## src/source/wbParams.svh

```systemverilog
// ~~~~~~~~~~~~~~~~~~~~~~~~~~~~~~~~~~~~~~~~~~~~~~~~
// writeback parameters
// data width, register count and the numbers of
// the machine CSRs handled at commit
// ~~~~~~~~~~~~~~~~~~~~~~~~~~~~~~~~~~~~~~~~~~~~~~~~
`ifndef WB_PARAMS_SVH
`define WB_PARAMS_SVH

// data path width of both register files
`define WB_XLEN 32

// entries per register file
`define WB_NREGS 32

// machine CSR numbers
// mstatus only exposes the MPP field
`define WB_CSR_MSTATUS 12'h300
`define WB_CSR_MTVEC 12'h305
`define WB_CSR_MEPC 12'h341
`define WB_CSR_MCAUSE 12'h342
`define WB_CSR_MTVAL 12'h343
// retired-instruction counter, read only
`define WB_CSR_MINSTRET 12'hB02

`endif
```

## src/source/wbPkg.sv

```systemverilog
// ~~~~~~~~~~~~~~~~~~~~~~~~~~~~~~~~~~~~~~~~~~~~~~~~
// wbPkg
// shared types of the writeback unit: data words,
// register and CSR numbers, privilege modes and
// the packed buses between the stages
// ~~~~~~~~~~~~~~~~~~~~~~~~~~~~~~~~~~~~~~~~~~~~~~~~
`include "wbParams.svh"

package wbPkg;

    typedef logic [`WB_XLEN-1:0] wordT;
    typedef logic [$clog2(`WB_NREGS)-1:0] regAddrT;
    typedef logic [11:0] csrAddrT;
    // exception code as written to mcause
    typedef logic [3:0] causeT;

    // only user and machine modes exist here
    typedef enum logic [1:0] {
        privUser = 2'd0,
        privMachine = 2'd3
    } privT;

    // one result per cycle from execute
    typedef struct packed {
        logic valid;
        wordT pc;
        regAddrT rd;
        logic intWriteEnable;
        logic fpWriteEnable;
        wordT intValue;
        wordT fpValue;
        logic csrWriteEnable;
        csrAddrT csrAddr;
        wordT csrValue;
        logic trapValid;
        causeT trapCause;
        wordT trapValue;
        // set for mret
        logic trapReturn;
    } execResultT;

    // write port of a register file
    typedef struct packed {
        logic enable;
        regAddrT addr;
        wordT value;
    } regWriteT;

    // everything the CSR block needs from commit
    typedef struct packed {
        logic trapValid;
        causeT trapCause;
        wordT trapValue;
        wordT trapPc;
        logic returnValid;
        logic csrWriteEnable;
        csrAddrT csrAddr;
        wordT csrValue;
        logic commit;
    } trapEventT;

    // new fetch address after a trap or mret
    typedef struct packed {
        logic valid;
        wordT target;
    } redirectT;

endpackage

```

## src/source/writebackUnit.sv

```systemverilog
// ~~~~~~~~~~~~~~~~~~~~~~~~~~~~~~~~~~~~~~~~~~~~~~~~
// writebackUnit
// commit end of the pipeline: write-back stage,
// integer and float register files, trap CSRs
// ~~~~~~~~~~~~~~~~~~~~~~~~~~~~~~~~~~~~~~~~~~~~~~~~
`timescale 1ns/1ns

module writebackUnit
    import wbPkg::*;
(
    input logic clk,
    input logic rstN,
    input execResultT execResult,
    input regAddrT intReadAddr,
    output wordT intReadValue,
    input regAddrT fpReadAddr,
    output wordT fpReadValue,
    input csrAddrT csrReadAddr,
    output wordT csrReadValue,
    output redirectT redirect
);

    regWriteT intWrite;
    regWriteT fpWrite;
    trapEventT trapEvent;

    // commit or trap decision
    regWriteStage regWriteStage_i (
        .clk(clk),
        .rstN(rstN),
        .execResult(execResult),
        .intWrite(intWrite),
        .fpWrite(fpWrite),
        .trapEvent(trapEvent)
    );

    // x registers, x0 reads zero
    regFile #(.hasZeroReg(1'b1)) intRegFile_i (
        .clk(clk),
        .rstN(rstN),
        .write(intWrite),
        .readAddr(intReadAddr),
        .readValue(intReadValue)
    );

    // f registers, f0 is an ordinary register
    regFile #(.hasZeroReg(1'b0)) fpRegFile_i (
        .clk(clk),
        .rstN(rstN),
        .write(fpWrite),
        .readAddr(fpReadAddr),
        .readValue(fpReadValue)
    );

    trapCsr trapCsr_i (
        .clk(clk),
        .rstN(rstN),
        .trapEvent(trapEvent),
        .csrReadAddr(csrReadAddr),
        .csrReadValue(csrReadValue),
        .redirect(redirect)
    );

endmodule

```

## src/source/trapCsr.sv

```systemverilog
// ~~~~~~~~~~~~~~~~~~~~~~~~~~~~~~~~~~~~~~~~~~~~~~~~
// trapCsr
// machine trap CSRs, privilege mode and minstret
// updated at commit, plus the fetch redirect for
// traps and mret
// ~~~~~~~~~~~~~~~~~~~~~~~~~~~~~~~~~~~~~~~~~~~~~~~~
`timescale 1ns/1ns
`include "wbParams.svh"

module trapCsr
    import wbPkg::*;
(
    input logic clk,
    input logic rstN,
    input trapEventT trapEvent,
    input csrAddrT csrReadAddr,
    output wordT csrReadValue,
    output redirectT redirect
);

    wordT mtvec;
    wordT mepc;
    wordT mcause;
    wordT mtval;
    wordT minstret;

    // current mode and the mode saved by the last trap
    privT priv;
    privT mpp;

    // trap vector, mepc and friends
    always_ff @(posedge clk or negedge rstN) begin
        if (!rstN) begin
            mtvec <= '0;
            mepc <= '0;
            mcause <= '0;
            mtval <= '0;
        end else if (trapEvent.trapValid) begin
            mepc <= trapEvent.trapPc;
            // cause is zero extended into the full word
            mcause <= wordT'(trapEvent.trapCause);
            mtval <= trapEvent.trapValue;
        end else if (trapEvent.csrWriteEnable) begin
            case (trapEvent.csrAddr)
                // direct mode only, base stays word aligned
                `WB_CSR_MTVEC: mtvec <= {trapEvent.csrValue[`WB_XLEN-1:2], 2'b00};
                `WB_CSR_MEPC: mepc <= trapEvent.csrValue;
                `WB_CSR_MCAUSE: mcause <= trapEvent.csrValue;
                `WB_CSR_MTVAL: mtval <= trapEvent.csrValue;
                // writes to mstatus, minstret or unknown numbers are ignored
                default: ;
            endcase
        end
    end

    // privilege stack, one level deep
    always_ff @(posedge clk or negedge rstN) begin
        if (!rstN) begin
            priv <= privMachine;
            mpp <= privUser;
        end else if (trapEvent.trapValid) begin
            mpp <= priv;
            priv <= privMachine;
        end else if (trapEvent.returnValid) begin
            priv <= mpp;
            mpp <= privUser;
        end
    end

    // mret retires too and is counted
    always_ff @(posedge clk or negedge rstN) begin
        if (!rstN) begin
            minstret <= '0;
        end else if (trapEvent.commit) begin
            minstret <= minstret + wordT'(1);
        end
    end

    // combinational read, unknown numbers return zero
    always_comb begin
        csrReadValue = '0;
        case (csrReadAddr)
            // MPP lives at bits 12:11
            `WB_CSR_MSTATUS: csrReadValue[12:11] = mpp;
            `WB_CSR_MTVEC: csrReadValue = mtvec;
            `WB_CSR_MEPC: csrReadValue = mepc;
            `WB_CSR_MCAUSE: csrReadValue = mcause;
            `WB_CSR_MTVAL: csrReadValue = mtval;
            `WB_CSR_MINSTRET: csrReadValue = minstret;
            default: csrReadValue = '0;
        endcase
    end

    // redirect uses the CSR values from before this edge
    always_comb begin
        redirect.valid = trapEvent.trapValid || trapEvent.returnValid;
        redirect.target = trapEvent.trapValid ? mtvec : mepc;
    end

    // the stage must resolve trap against mret before it gets here
    trapNotWithReturn: assert property (
        @(posedge clk) disable iff (!rstN)
        !(trapEvent.trapValid && trapEvent.returnValid)
    ) else $error("trap and mret reported in the same cycle");

endmodule

```

## src/source/regFile.sv

```systemverilog
// ~~~~~~~~~~~~~~~~~~~~~~~~~~~~~~~~~~~~~~~~~~~~~~~~
// regFile
// 32 word register file, one write port and one
// combinational read port, x0 optionally zero
// ~~~~~~~~~~~~~~~~~~~~~~~~~~~~~~~~~~~~~~~~~~~~~~~~
`timescale 1ns/1ns
`include "wbParams.svh"

module regFile
    import wbPkg::*;
#(
    // integer file ties register 0 to zero, float file does not
    parameter bit hasZeroReg = 1'b1
) (
    input logic clk,
    input logic rstN,
    input regWriteT write,
    input regAddrT readAddr,
    output wordT readValue
);

    wordT regs [`WB_NREGS];

    // write to register 0 goes nowhere when it is hardwired
    logic writeDropped;

    always_comb begin
        writeDropped = hasZeroReg && (write.addr == '0);
    end

    always_ff @(posedge clk or negedge rstN) begin
        if (!rstN) begin
            for (int i = 0; i < `WB_NREGS; i++) begin
                regs[i] <= '0;
            end
        end else if (write.enable && !writeDropped) begin
            regs[write.addr] <= write.value;
        end
    end

    // read sees the old value during a same-cycle write
    always_comb begin
        if (hasZeroReg && (readAddr == '0)) begin
            readValue = '0;
        end else begin
            readValue = regs[readAddr];
        end
    end

endmodule

```

## src/source/regWriteStage.sv

```systemverilog
// ~~~~~~~~~~~~~~~~~~~~~~~~~~~~~~~~~~~~~~~~~~~~~~~~
// regWriteStage
// decides commit or trap for the execute result
// and drives the register file and CSR writes
// ~~~~~~~~~~~~~~~~~~~~~~~~~~~~~~~~~~~~~~~~~~~~~~~~
`timescale 1ns/1ns

module regWriteStage
    import wbPkg::*;
(
    input logic clk,
    input logic rstN,
    input execResultT execResult,
    output regWriteT intWrite,
    output regWriteT fpWrite,
    output trapEventT trapEvent
);

    // instruction retires normally
    logic commit;
    // instruction raises an exception instead
    logic trapTaken;

    always_comb begin
        commit = execResult.valid && !execResult.trapValid;
        trapTaken = execResult.valid && execResult.trapValid;
    end

    // register file writes, only on commit
    always_comb begin
        intWrite.enable = commit && execResult.intWriteEnable;
        intWrite.addr = execResult.rd;
        intWrite.value = execResult.intValue;

        // float results share rd with the integer side
        fpWrite.enable = commit && execResult.fpWriteEnable;
        fpWrite.addr = execResult.rd;
        fpWrite.value = execResult.fpValue;
    end

    // trap side of the commit
    always_comb begin
        trapEvent.trapValid = trapTaken;
        trapEvent.trapCause = execResult.trapCause;
        trapEvent.trapValue = execResult.trapValue;
        trapEvent.trapPc = execResult.pc;

        // a trap wins over mret, commit already excludes it
        trapEvent.returnValid = commit && execResult.trapReturn;

        // csr write also dropped on a trap
        trapEvent.csrWriteEnable = commit && execResult.csrWriteEnable;
        trapEvent.csrAddr = execResult.csrAddr;
        trapEvent.csrValue = execResult.csrValue;

        // feeds minstret
        trapEvent.commit = commit;
    end

    // a trapping instruction leaves no architectural write behind
    noWriteOnTrap: assert property (
        @(posedge clk) disable iff (!rstN)
        (execResult.valid && execResult.trapValid)
            |-> !(intWrite.enable || fpWrite.enable || trapEvent.csrWriteEnable)
    ) else $error("register or CSR write enabled on a trap");

endmodule

```

## config.mk

```make
export PLATFORM = sky130hd
export DESIGN_NAME = writebackUnit
export DESIGN_NICKNAME = d
export VERILOG_FILES = /design/src/source/wbPkg.sv /design/src/source/writebackUnit.sv /design/src/source/trapCsr.sv /design/src/source/regFile.sv /design/src/source/regWriteStage.sv
export VERILOG_INCLUDE_DIRS = /design/src /design/src/source
export SDC_FILE = /design/constraint.sdc
export NUM_CORES = 2
export LEC_CHECK = 0
export BUFFER_PORTS_ARGS = -buffer_cell sky130_fd_sc_hd__buf_4
export CAP_MARGIN = 20
export CORE_ASPECT_RATIO = 0.75
export CORE_UTILIZATION = 35
export CTS_CLUSTER_SIZE = 12
export DETAILED_ROUTE_END_ITERATION = 10
export PLACE_DENSITY = 0.63
export SLEW_MARGIN = 20
export SYNTH_ARGS = -nofsm -noshare
export SYNTH_HDL_FRONTEND = slang
export SYNTH_SLANG_ARGS = --single-unit
```

## constraint.sdc

```tcl
create_clock -name clk -period 1.9 [get_ports clk]
set_input_delay 0.095 -clock clk [delete_from_list [all_inputs] [get_ports clk]]
set_output_delay 0.095 -clock clk [all_outputs]
set_load 0.005 [all_outputs]
```

======== Word-level counts from Yosys, hierarchy flattened ========
Index checks and enable logic that the tools add are counted.
operators by class
  $add $sub $neg .......................... 1
  $mul .................................... 0
  divide/modulo/power cells ............... 0
  $lt $le $gt $ge ......................... 4
  eq/ne operators ......................... 10
  shifts and indexed selects .............. 0
  mux-type cells .......................... 28
  bitwise operators ....................... 4
  reductions and logical operators ........ 22
operators with widths
  operator                                                  number
  bitwise mux 1024 bit                                      2
  two-way mux 32 bit                                        16
  binary-select mux 32 bit (select 5 bit)                   2
  demux 32 bit (select 5 bit)                               1
  equality test 12 x 10 -> 1 bit, second input constant     9
  one-hot mux 19 bit (5 select lines)                       1
  one-hot mux 11 bit (5 select lines)                       1
  adder 32 x 1 -> 32 bit, second input constant             1
  greater-or-equal comparator 6 bit, second input constant  3
  inverter 5 -> 6 bit                                       3
  equality test 12 bit, second input constant               1
  one-hot mux 2 bit (6 select lines)                        1
  zero test 5 bit                                           2
  nonzero test 2 bit                                        5
  logical AND 1 bit                                         8
  two-way mux 2 bit                                         4
  < comparator 6 x 1 -> 1 bit, second input constant        1
  AND reduction 2 bit                                       3
  AND reduction 3 bit                                       1
  zero test 1 bit                                           2
  logical OR 1 bit                                          1
  inverter 1 bit                                            1
word-level totals
  flip-flop bits (word level) ............. 2210
  latch bits .............................. 0
  memory bits (writable) .................. 0
  memory bits (read-only) ................. 0
  output and inout bits ................... 129
  logic and storage cells ................. 140
  memories ................................ 0

======== Longest topological paths before layout ========
  depth in word-level cells ............... 6
  gate-level depth with buffers ........... 8
  gate-level depth less buffers ........... 5

======== Modules after synthesis ========
From an unflattened synthesis, not the netlist that was laid out.
second synthesis, totals
  cells, all modules ...................... 7404
  area, all modules ....................... 104330.1 sq um
modules (own cells, without submodules)
  module                  times used  cells an instance  area each (sq um)  sequential area each (sq um)
  regFile (fpRegFile_i)   1           3447               47474.3            25624.6
  regFile (intRegFile_i)  1           2949               46419.5            25624.6
  trapCsr                 1           814                8976.1             4056.4
  regWriteStage           1           194                1460.2             0.0

======== Worst setup path before layout ========
No wires, ideal clock.
  path kind ............................... in2out
  start point ............................. input port fpReadAddr[0]
  end point ............................... output port fpReadValue[10]
  arrival ................................. 1875 ps
  required time ........................... 1805 ps
  slack ................................... -70 ps
  stages on the path ...................... 6
  cells stage by stage .................... buf_2 -> buf_6 -> buf_2 -> mux4_2 -> mux4_2 -> mux2_2
between the ends
  cells in the longest elaborated chain, start to end .. 4
RTL lines
  item                                                    line                 source
  start, declared                                         writebackUnit.sv:16  input regAddrT fpReadAddr,
  inverter 5 -> 6 bit (implied by the code)               regFile.sv:46        readValue = regs[readAddr];
  binary-select mux 32 bit (select 5 bit)                 regFile.sv:46
  two-way mux 32 bit (implied by the code) (2 in series)  regFile.sv:46
  end, declared                                           writebackUnit.sv:17  output wordT fpReadValue,
No other way between the ends. The select of a mux whose other input is x is not followed.

======== Worst setup path after layout ========
  start point ............................. register fpRegFile_i.regs[702] (netlist bit)
  end point ............................... output port fpReadValue[30]
between the ends
  cells in the longest elaborated chain, start to end .. 3
RTL lines
  item                                                    line           source
  start, declared                                         regFile.sv:22  wordT regs [`WB_NREGS];
  start signal, assigned by index                         regFile.sv:37  regs[write.addr] <= write.value;
  binary-select mux 32 bit (select 5 bit)                 regFile.sv:46
  two-way mux 32 bit (implied by the code) (2 in series)  regFile.sv:46
No other way between the ends. The select of a mux whose other input is x is not followed.

==> flow_metrics.tcl <==
set metrics [dict create \
    fin_ws_ns -0.9372 \
    initial_utilization_pct 35.21 \
    seq_area_frac_synth_pct 54.91 \
    wirelength_mm 304.7 \
    total_power_mw 109.1 \
    dieHeight_um 466.6 \
    synth_edf_count 0 \
    cp_cell_sequence "mux4_2 > mux4_2 > mux2_4 > buf_6" \
    synth_flop_cell "dfrtp_1" \
    maxCapViolCount 0 \
    fin_hold_ws_ns -0.08978 \
    via_count 62910 \
    antenna_found_initial 14 \
    grt_usage_pct 20.85 \
    cts-root-buf "clkbuf_16" \
    worstPathArrival_ns 2.74 \
    violations "negative hold slack, negative setup slack" \
    synth_area_per_cell_um2 15.30 \
    period_minus_slack_ns 2.837 \
    clock_latency_ns 0.83 \
    critPathLaunchType "flip-flop" \
    critPathKind "flip-flop to primary output" \
    p_leak_nw 57.93 \
    synth_top_area_share_pct 54.85 \
    drt_iter0_drc 5236 \
    synth_area_um2 100700 \
    slew_viol_final 0 \
    synth_cells 6582 \
    io-pin-count 340 \
    cp-end-kind "primary output" \
    worst-path-buf-inv 1 \
    status "complete, but fails checks" \
    rows 170 \
    num-fill-cells 24780 \
    fmax_mhz 352.5 \
    yosys-top-cells-area "dfrtp_1 (55%), mux2_2 (23%), mux4_2 (12%)" \
    cp_slowest_cell "mux4_2" \
    cts.sinks 2210 \
    skew_ns 0.02791 \
    synth-seq-cells 2210 \
    area_delta_synth_final_pct 24.25 \
    crit_required_ns 1.80 \
    crit_fanout 2 \
    grt_max_degree 137 \
    cts_buffers 230 \
    core_area_um2 286100 \
    path_delay_family "multiplexers" \
    fin_nets 7641 \
    crit_top_cell "mux4_2" \
    cts_tree "built" \
    hold_path_class "primary input to flip-flop" \
    worst_slew_pin_slew_ns 1.004 \
    max_slew_margin_pct 33.06 \
    setup_viol 110 \
    die_area_um2 290000 \
    drc 0 \
    die_w_um 621.5 \
    synthArstFlopShare_pct 100.0 \
    rsz0062_at_grt "true" \
    via_per_inst 5.539 \
    portBuffers 339 \
    cp_slowest_stage_delay_ns 0.55 \
    clockBufferDepth 4 \
    gp_congestion 0.8618 \
    wl_per_cell_um 26.82 \
    ant_nets 0 \
    grt_pass1_wl_mm 458.2 \
    finalCritPeriodShare_pct 149.3 \
    syn_nets 6794 \
    cts_max_level 4 \
    clkSlewWorstSetupHoldPaths_ns 0.06 \
    drive_gt1_share_pct 55.34 \
    grt_pass1_vias 66970 \
    ir_drop_mv 0.9254 \
    hold_violations 3 \
    gr-total-overflow 0 \
    yosys.area.top_type "dfrtp_1" \
    p_per_area_nw_per_um2 871.9 \
    ys_types 59 \
    synth_warnings 0 \
    first_pass_iters 7 \
    place_hpwl_mm 194.1 \
]
[report_power, final]
| group | internal [mW] | switching, mW | total (mW) |
|---|---|---|---|
| sequential | 50.8 | 2.00 | 52.8 |
| combinational | 7.38 | 5.82 | 13.2 |
| clock | 24.3 | 18.8 | 43.1 |
| total | 82.5 | 26.6 | 109 |
[worst paths after layout]
check | startpoint | to | slack, ns | depth (start not counted)
max | fpRegFile_i.regs[702] | fpReadValue[30] | -0.94 | 4
min | execResult[37] | trapCsr_i.minstret[2] | -0.09 | 4
max reg2reg | trapCsr_i.mepc[0] | trapCsr_i.mepc[0] | 0.15 | 4
min reg2reg | intRegFile_i.regs[1010] | intRegFile_i.regs[1010] | 0.37 | 0
max in group asynchronous | rstN | fpRegFile_i.regs[431] | 0.17 | 6
min in group asynchronous | rstN | intRegFile_i.regs[1006] | 0.01 | 3
[timing repair]
item	CTS	global route
hold endpoints to repair	4365	20
resized for setup	309	83
cloned	1	4
pin swaps	57	34
setup endpoints to repair	105	1490
setup buffers	47	25
hold buffers	301	4
[area by class of cell]
class                   count  area [um2]  share of cell area, %
flip-flops and latches   2210       55320                  44.20
multi-input cells        3668       44240                  35.35
repair buffers           1287       13840                  11.06
clock buffers             330        6362                  5.084
well taps                3784        4735                  3.783
clock inverters            36       504.2                 0.4029
inverters                  32       121.4                0.09697
diodes                     11       27.53                0.02199
[synth_stat cells, types with 4 or more instances]
cell	number
dfrtp_1	2208
mux2_2	2085
mux4_2	544
clkbuf_1	374
buf_2	236
nand2_1	173
o21ai_0	147
mux2i_1	128
nor2_1	95
a22oi_1	64
a21oi_1	60
buf_1	54
nor2b_1	42
a31oi_1	35
a211oi_1	32
a311oi_1	32
inv_1	32
o221ai_1	28
mux2_1	26
xnor2_1	26
a221oi_1	23
nand4_1	18
nand3_1	17
and3_1	9
o2111ai_1	9
and2_1	8
nand2b_1	6
nand3b_1	6
buf_4	5
nor3_1	5
xor2_1	5
o22ai_1	4
or2_2	4
[registers in the layout, summed over array words and instances (netlist names)]
signal / count
fpRegFile_i.regs: 1024
intRegFile_i.regs: 1024
trapCsr_i.mcause: 32
trapCsr_i.mepc: 32
trapCsr_i.minstret: 32
trapCsr_i.mpp: 2
trapCsr_i.mtval: 32
trapCsr_i.mtvec: 30
trapCsr_i.priv: 2
[worst register-to-register path: stages (launching register included)]
cell and delay (ns):
dfrtp_1 0.40, and2_1 0.23, a21boi_0 0.16, a221o_1 0.27
dlygate4sd3_1 0.57
[cells by family after synthesis]
logic type | synth area share, %
multiplexers | 37.03
XOR/XNOR | 0.2695
adder cells (fa/ha/maj) | 0.01242
AND/OR/NAND/NOR | 1.955
AO/OA/AOI/OAI | 2.864
flip-flops | 54.91
buffers and inverters | 2.958
[routing by layer]
| metal | GRT usage (%) | part of all wire, % | up-vias |
|---|---|---|---|
| met4 | 6.228 | 3.0 | 0 |
| met1 | 30.30 | 46 | 34330 |
| li1 | - | - | 26120 |
| met2 | 32.04 | 46 | 1972 |
| met5 | 0 | 0 | - |
| met3 | 3.483 | 5.8 | 496 |
[placed cells by master, fill, tap and decap left out, drive strengths merged, types with 4 or more instances in the layout]
cell type / netlist / final
dfrtp: 2208 / 2208
mux2: 2111 / 2111
buf: 298 / 982
mux4: 544 / 544
clkbuf: 374 / 334
dlygate4sd3: 0 / 299
nand2: 173 / 173
o21ai: 147 / 147
mux2i: 128 / 128
nor2: 95 / 95
a22oi: 64 / 64
a21oi: 60 / 60
nor2b: 42 / 42
inv: 32 / 38
a31oi: 35 / 35
a211oi: 32 / 32
a311oi: 32 / 32
o221ai: 28 / 28
xnor2: 26 / 26
a221oi: 23 / 23
clkinv: 0 / 20
nand4: 18 / 18
nand3: 17 / 17
diode: 0 / 11
bufinv: 0 / 10
o2111ai: 9 / 9
and3: 9 / 9
and2: 8 / 8
nand3b: 6 / 6
nand2b: 6 / 6
nor4: 6 / 6
nor3: 5 / 5
xor2: 5 / 5
or2: 4 / 4
o22ai: 4 / 4
[stage by stage]
stage	setup TNS (ns)	setup WS (ns)	utilization (%)	instances	instance area (um2)
CTS	-110.97	-1.013	43.52	11320	124500
global placement	-172.30	-0.5755	39.54	10620	113100
finish	-52.75	-0.9372	43.75	11360	125200
global route	-62.14	-1.026	43.74	11360	125100
floorplan	-0.05796	-0.002898	-	6582	100800
detailed placement	-186.93	-0.5880	39.54	10620	113100
No activity file was read; power rests on OpenSTA's default activity.
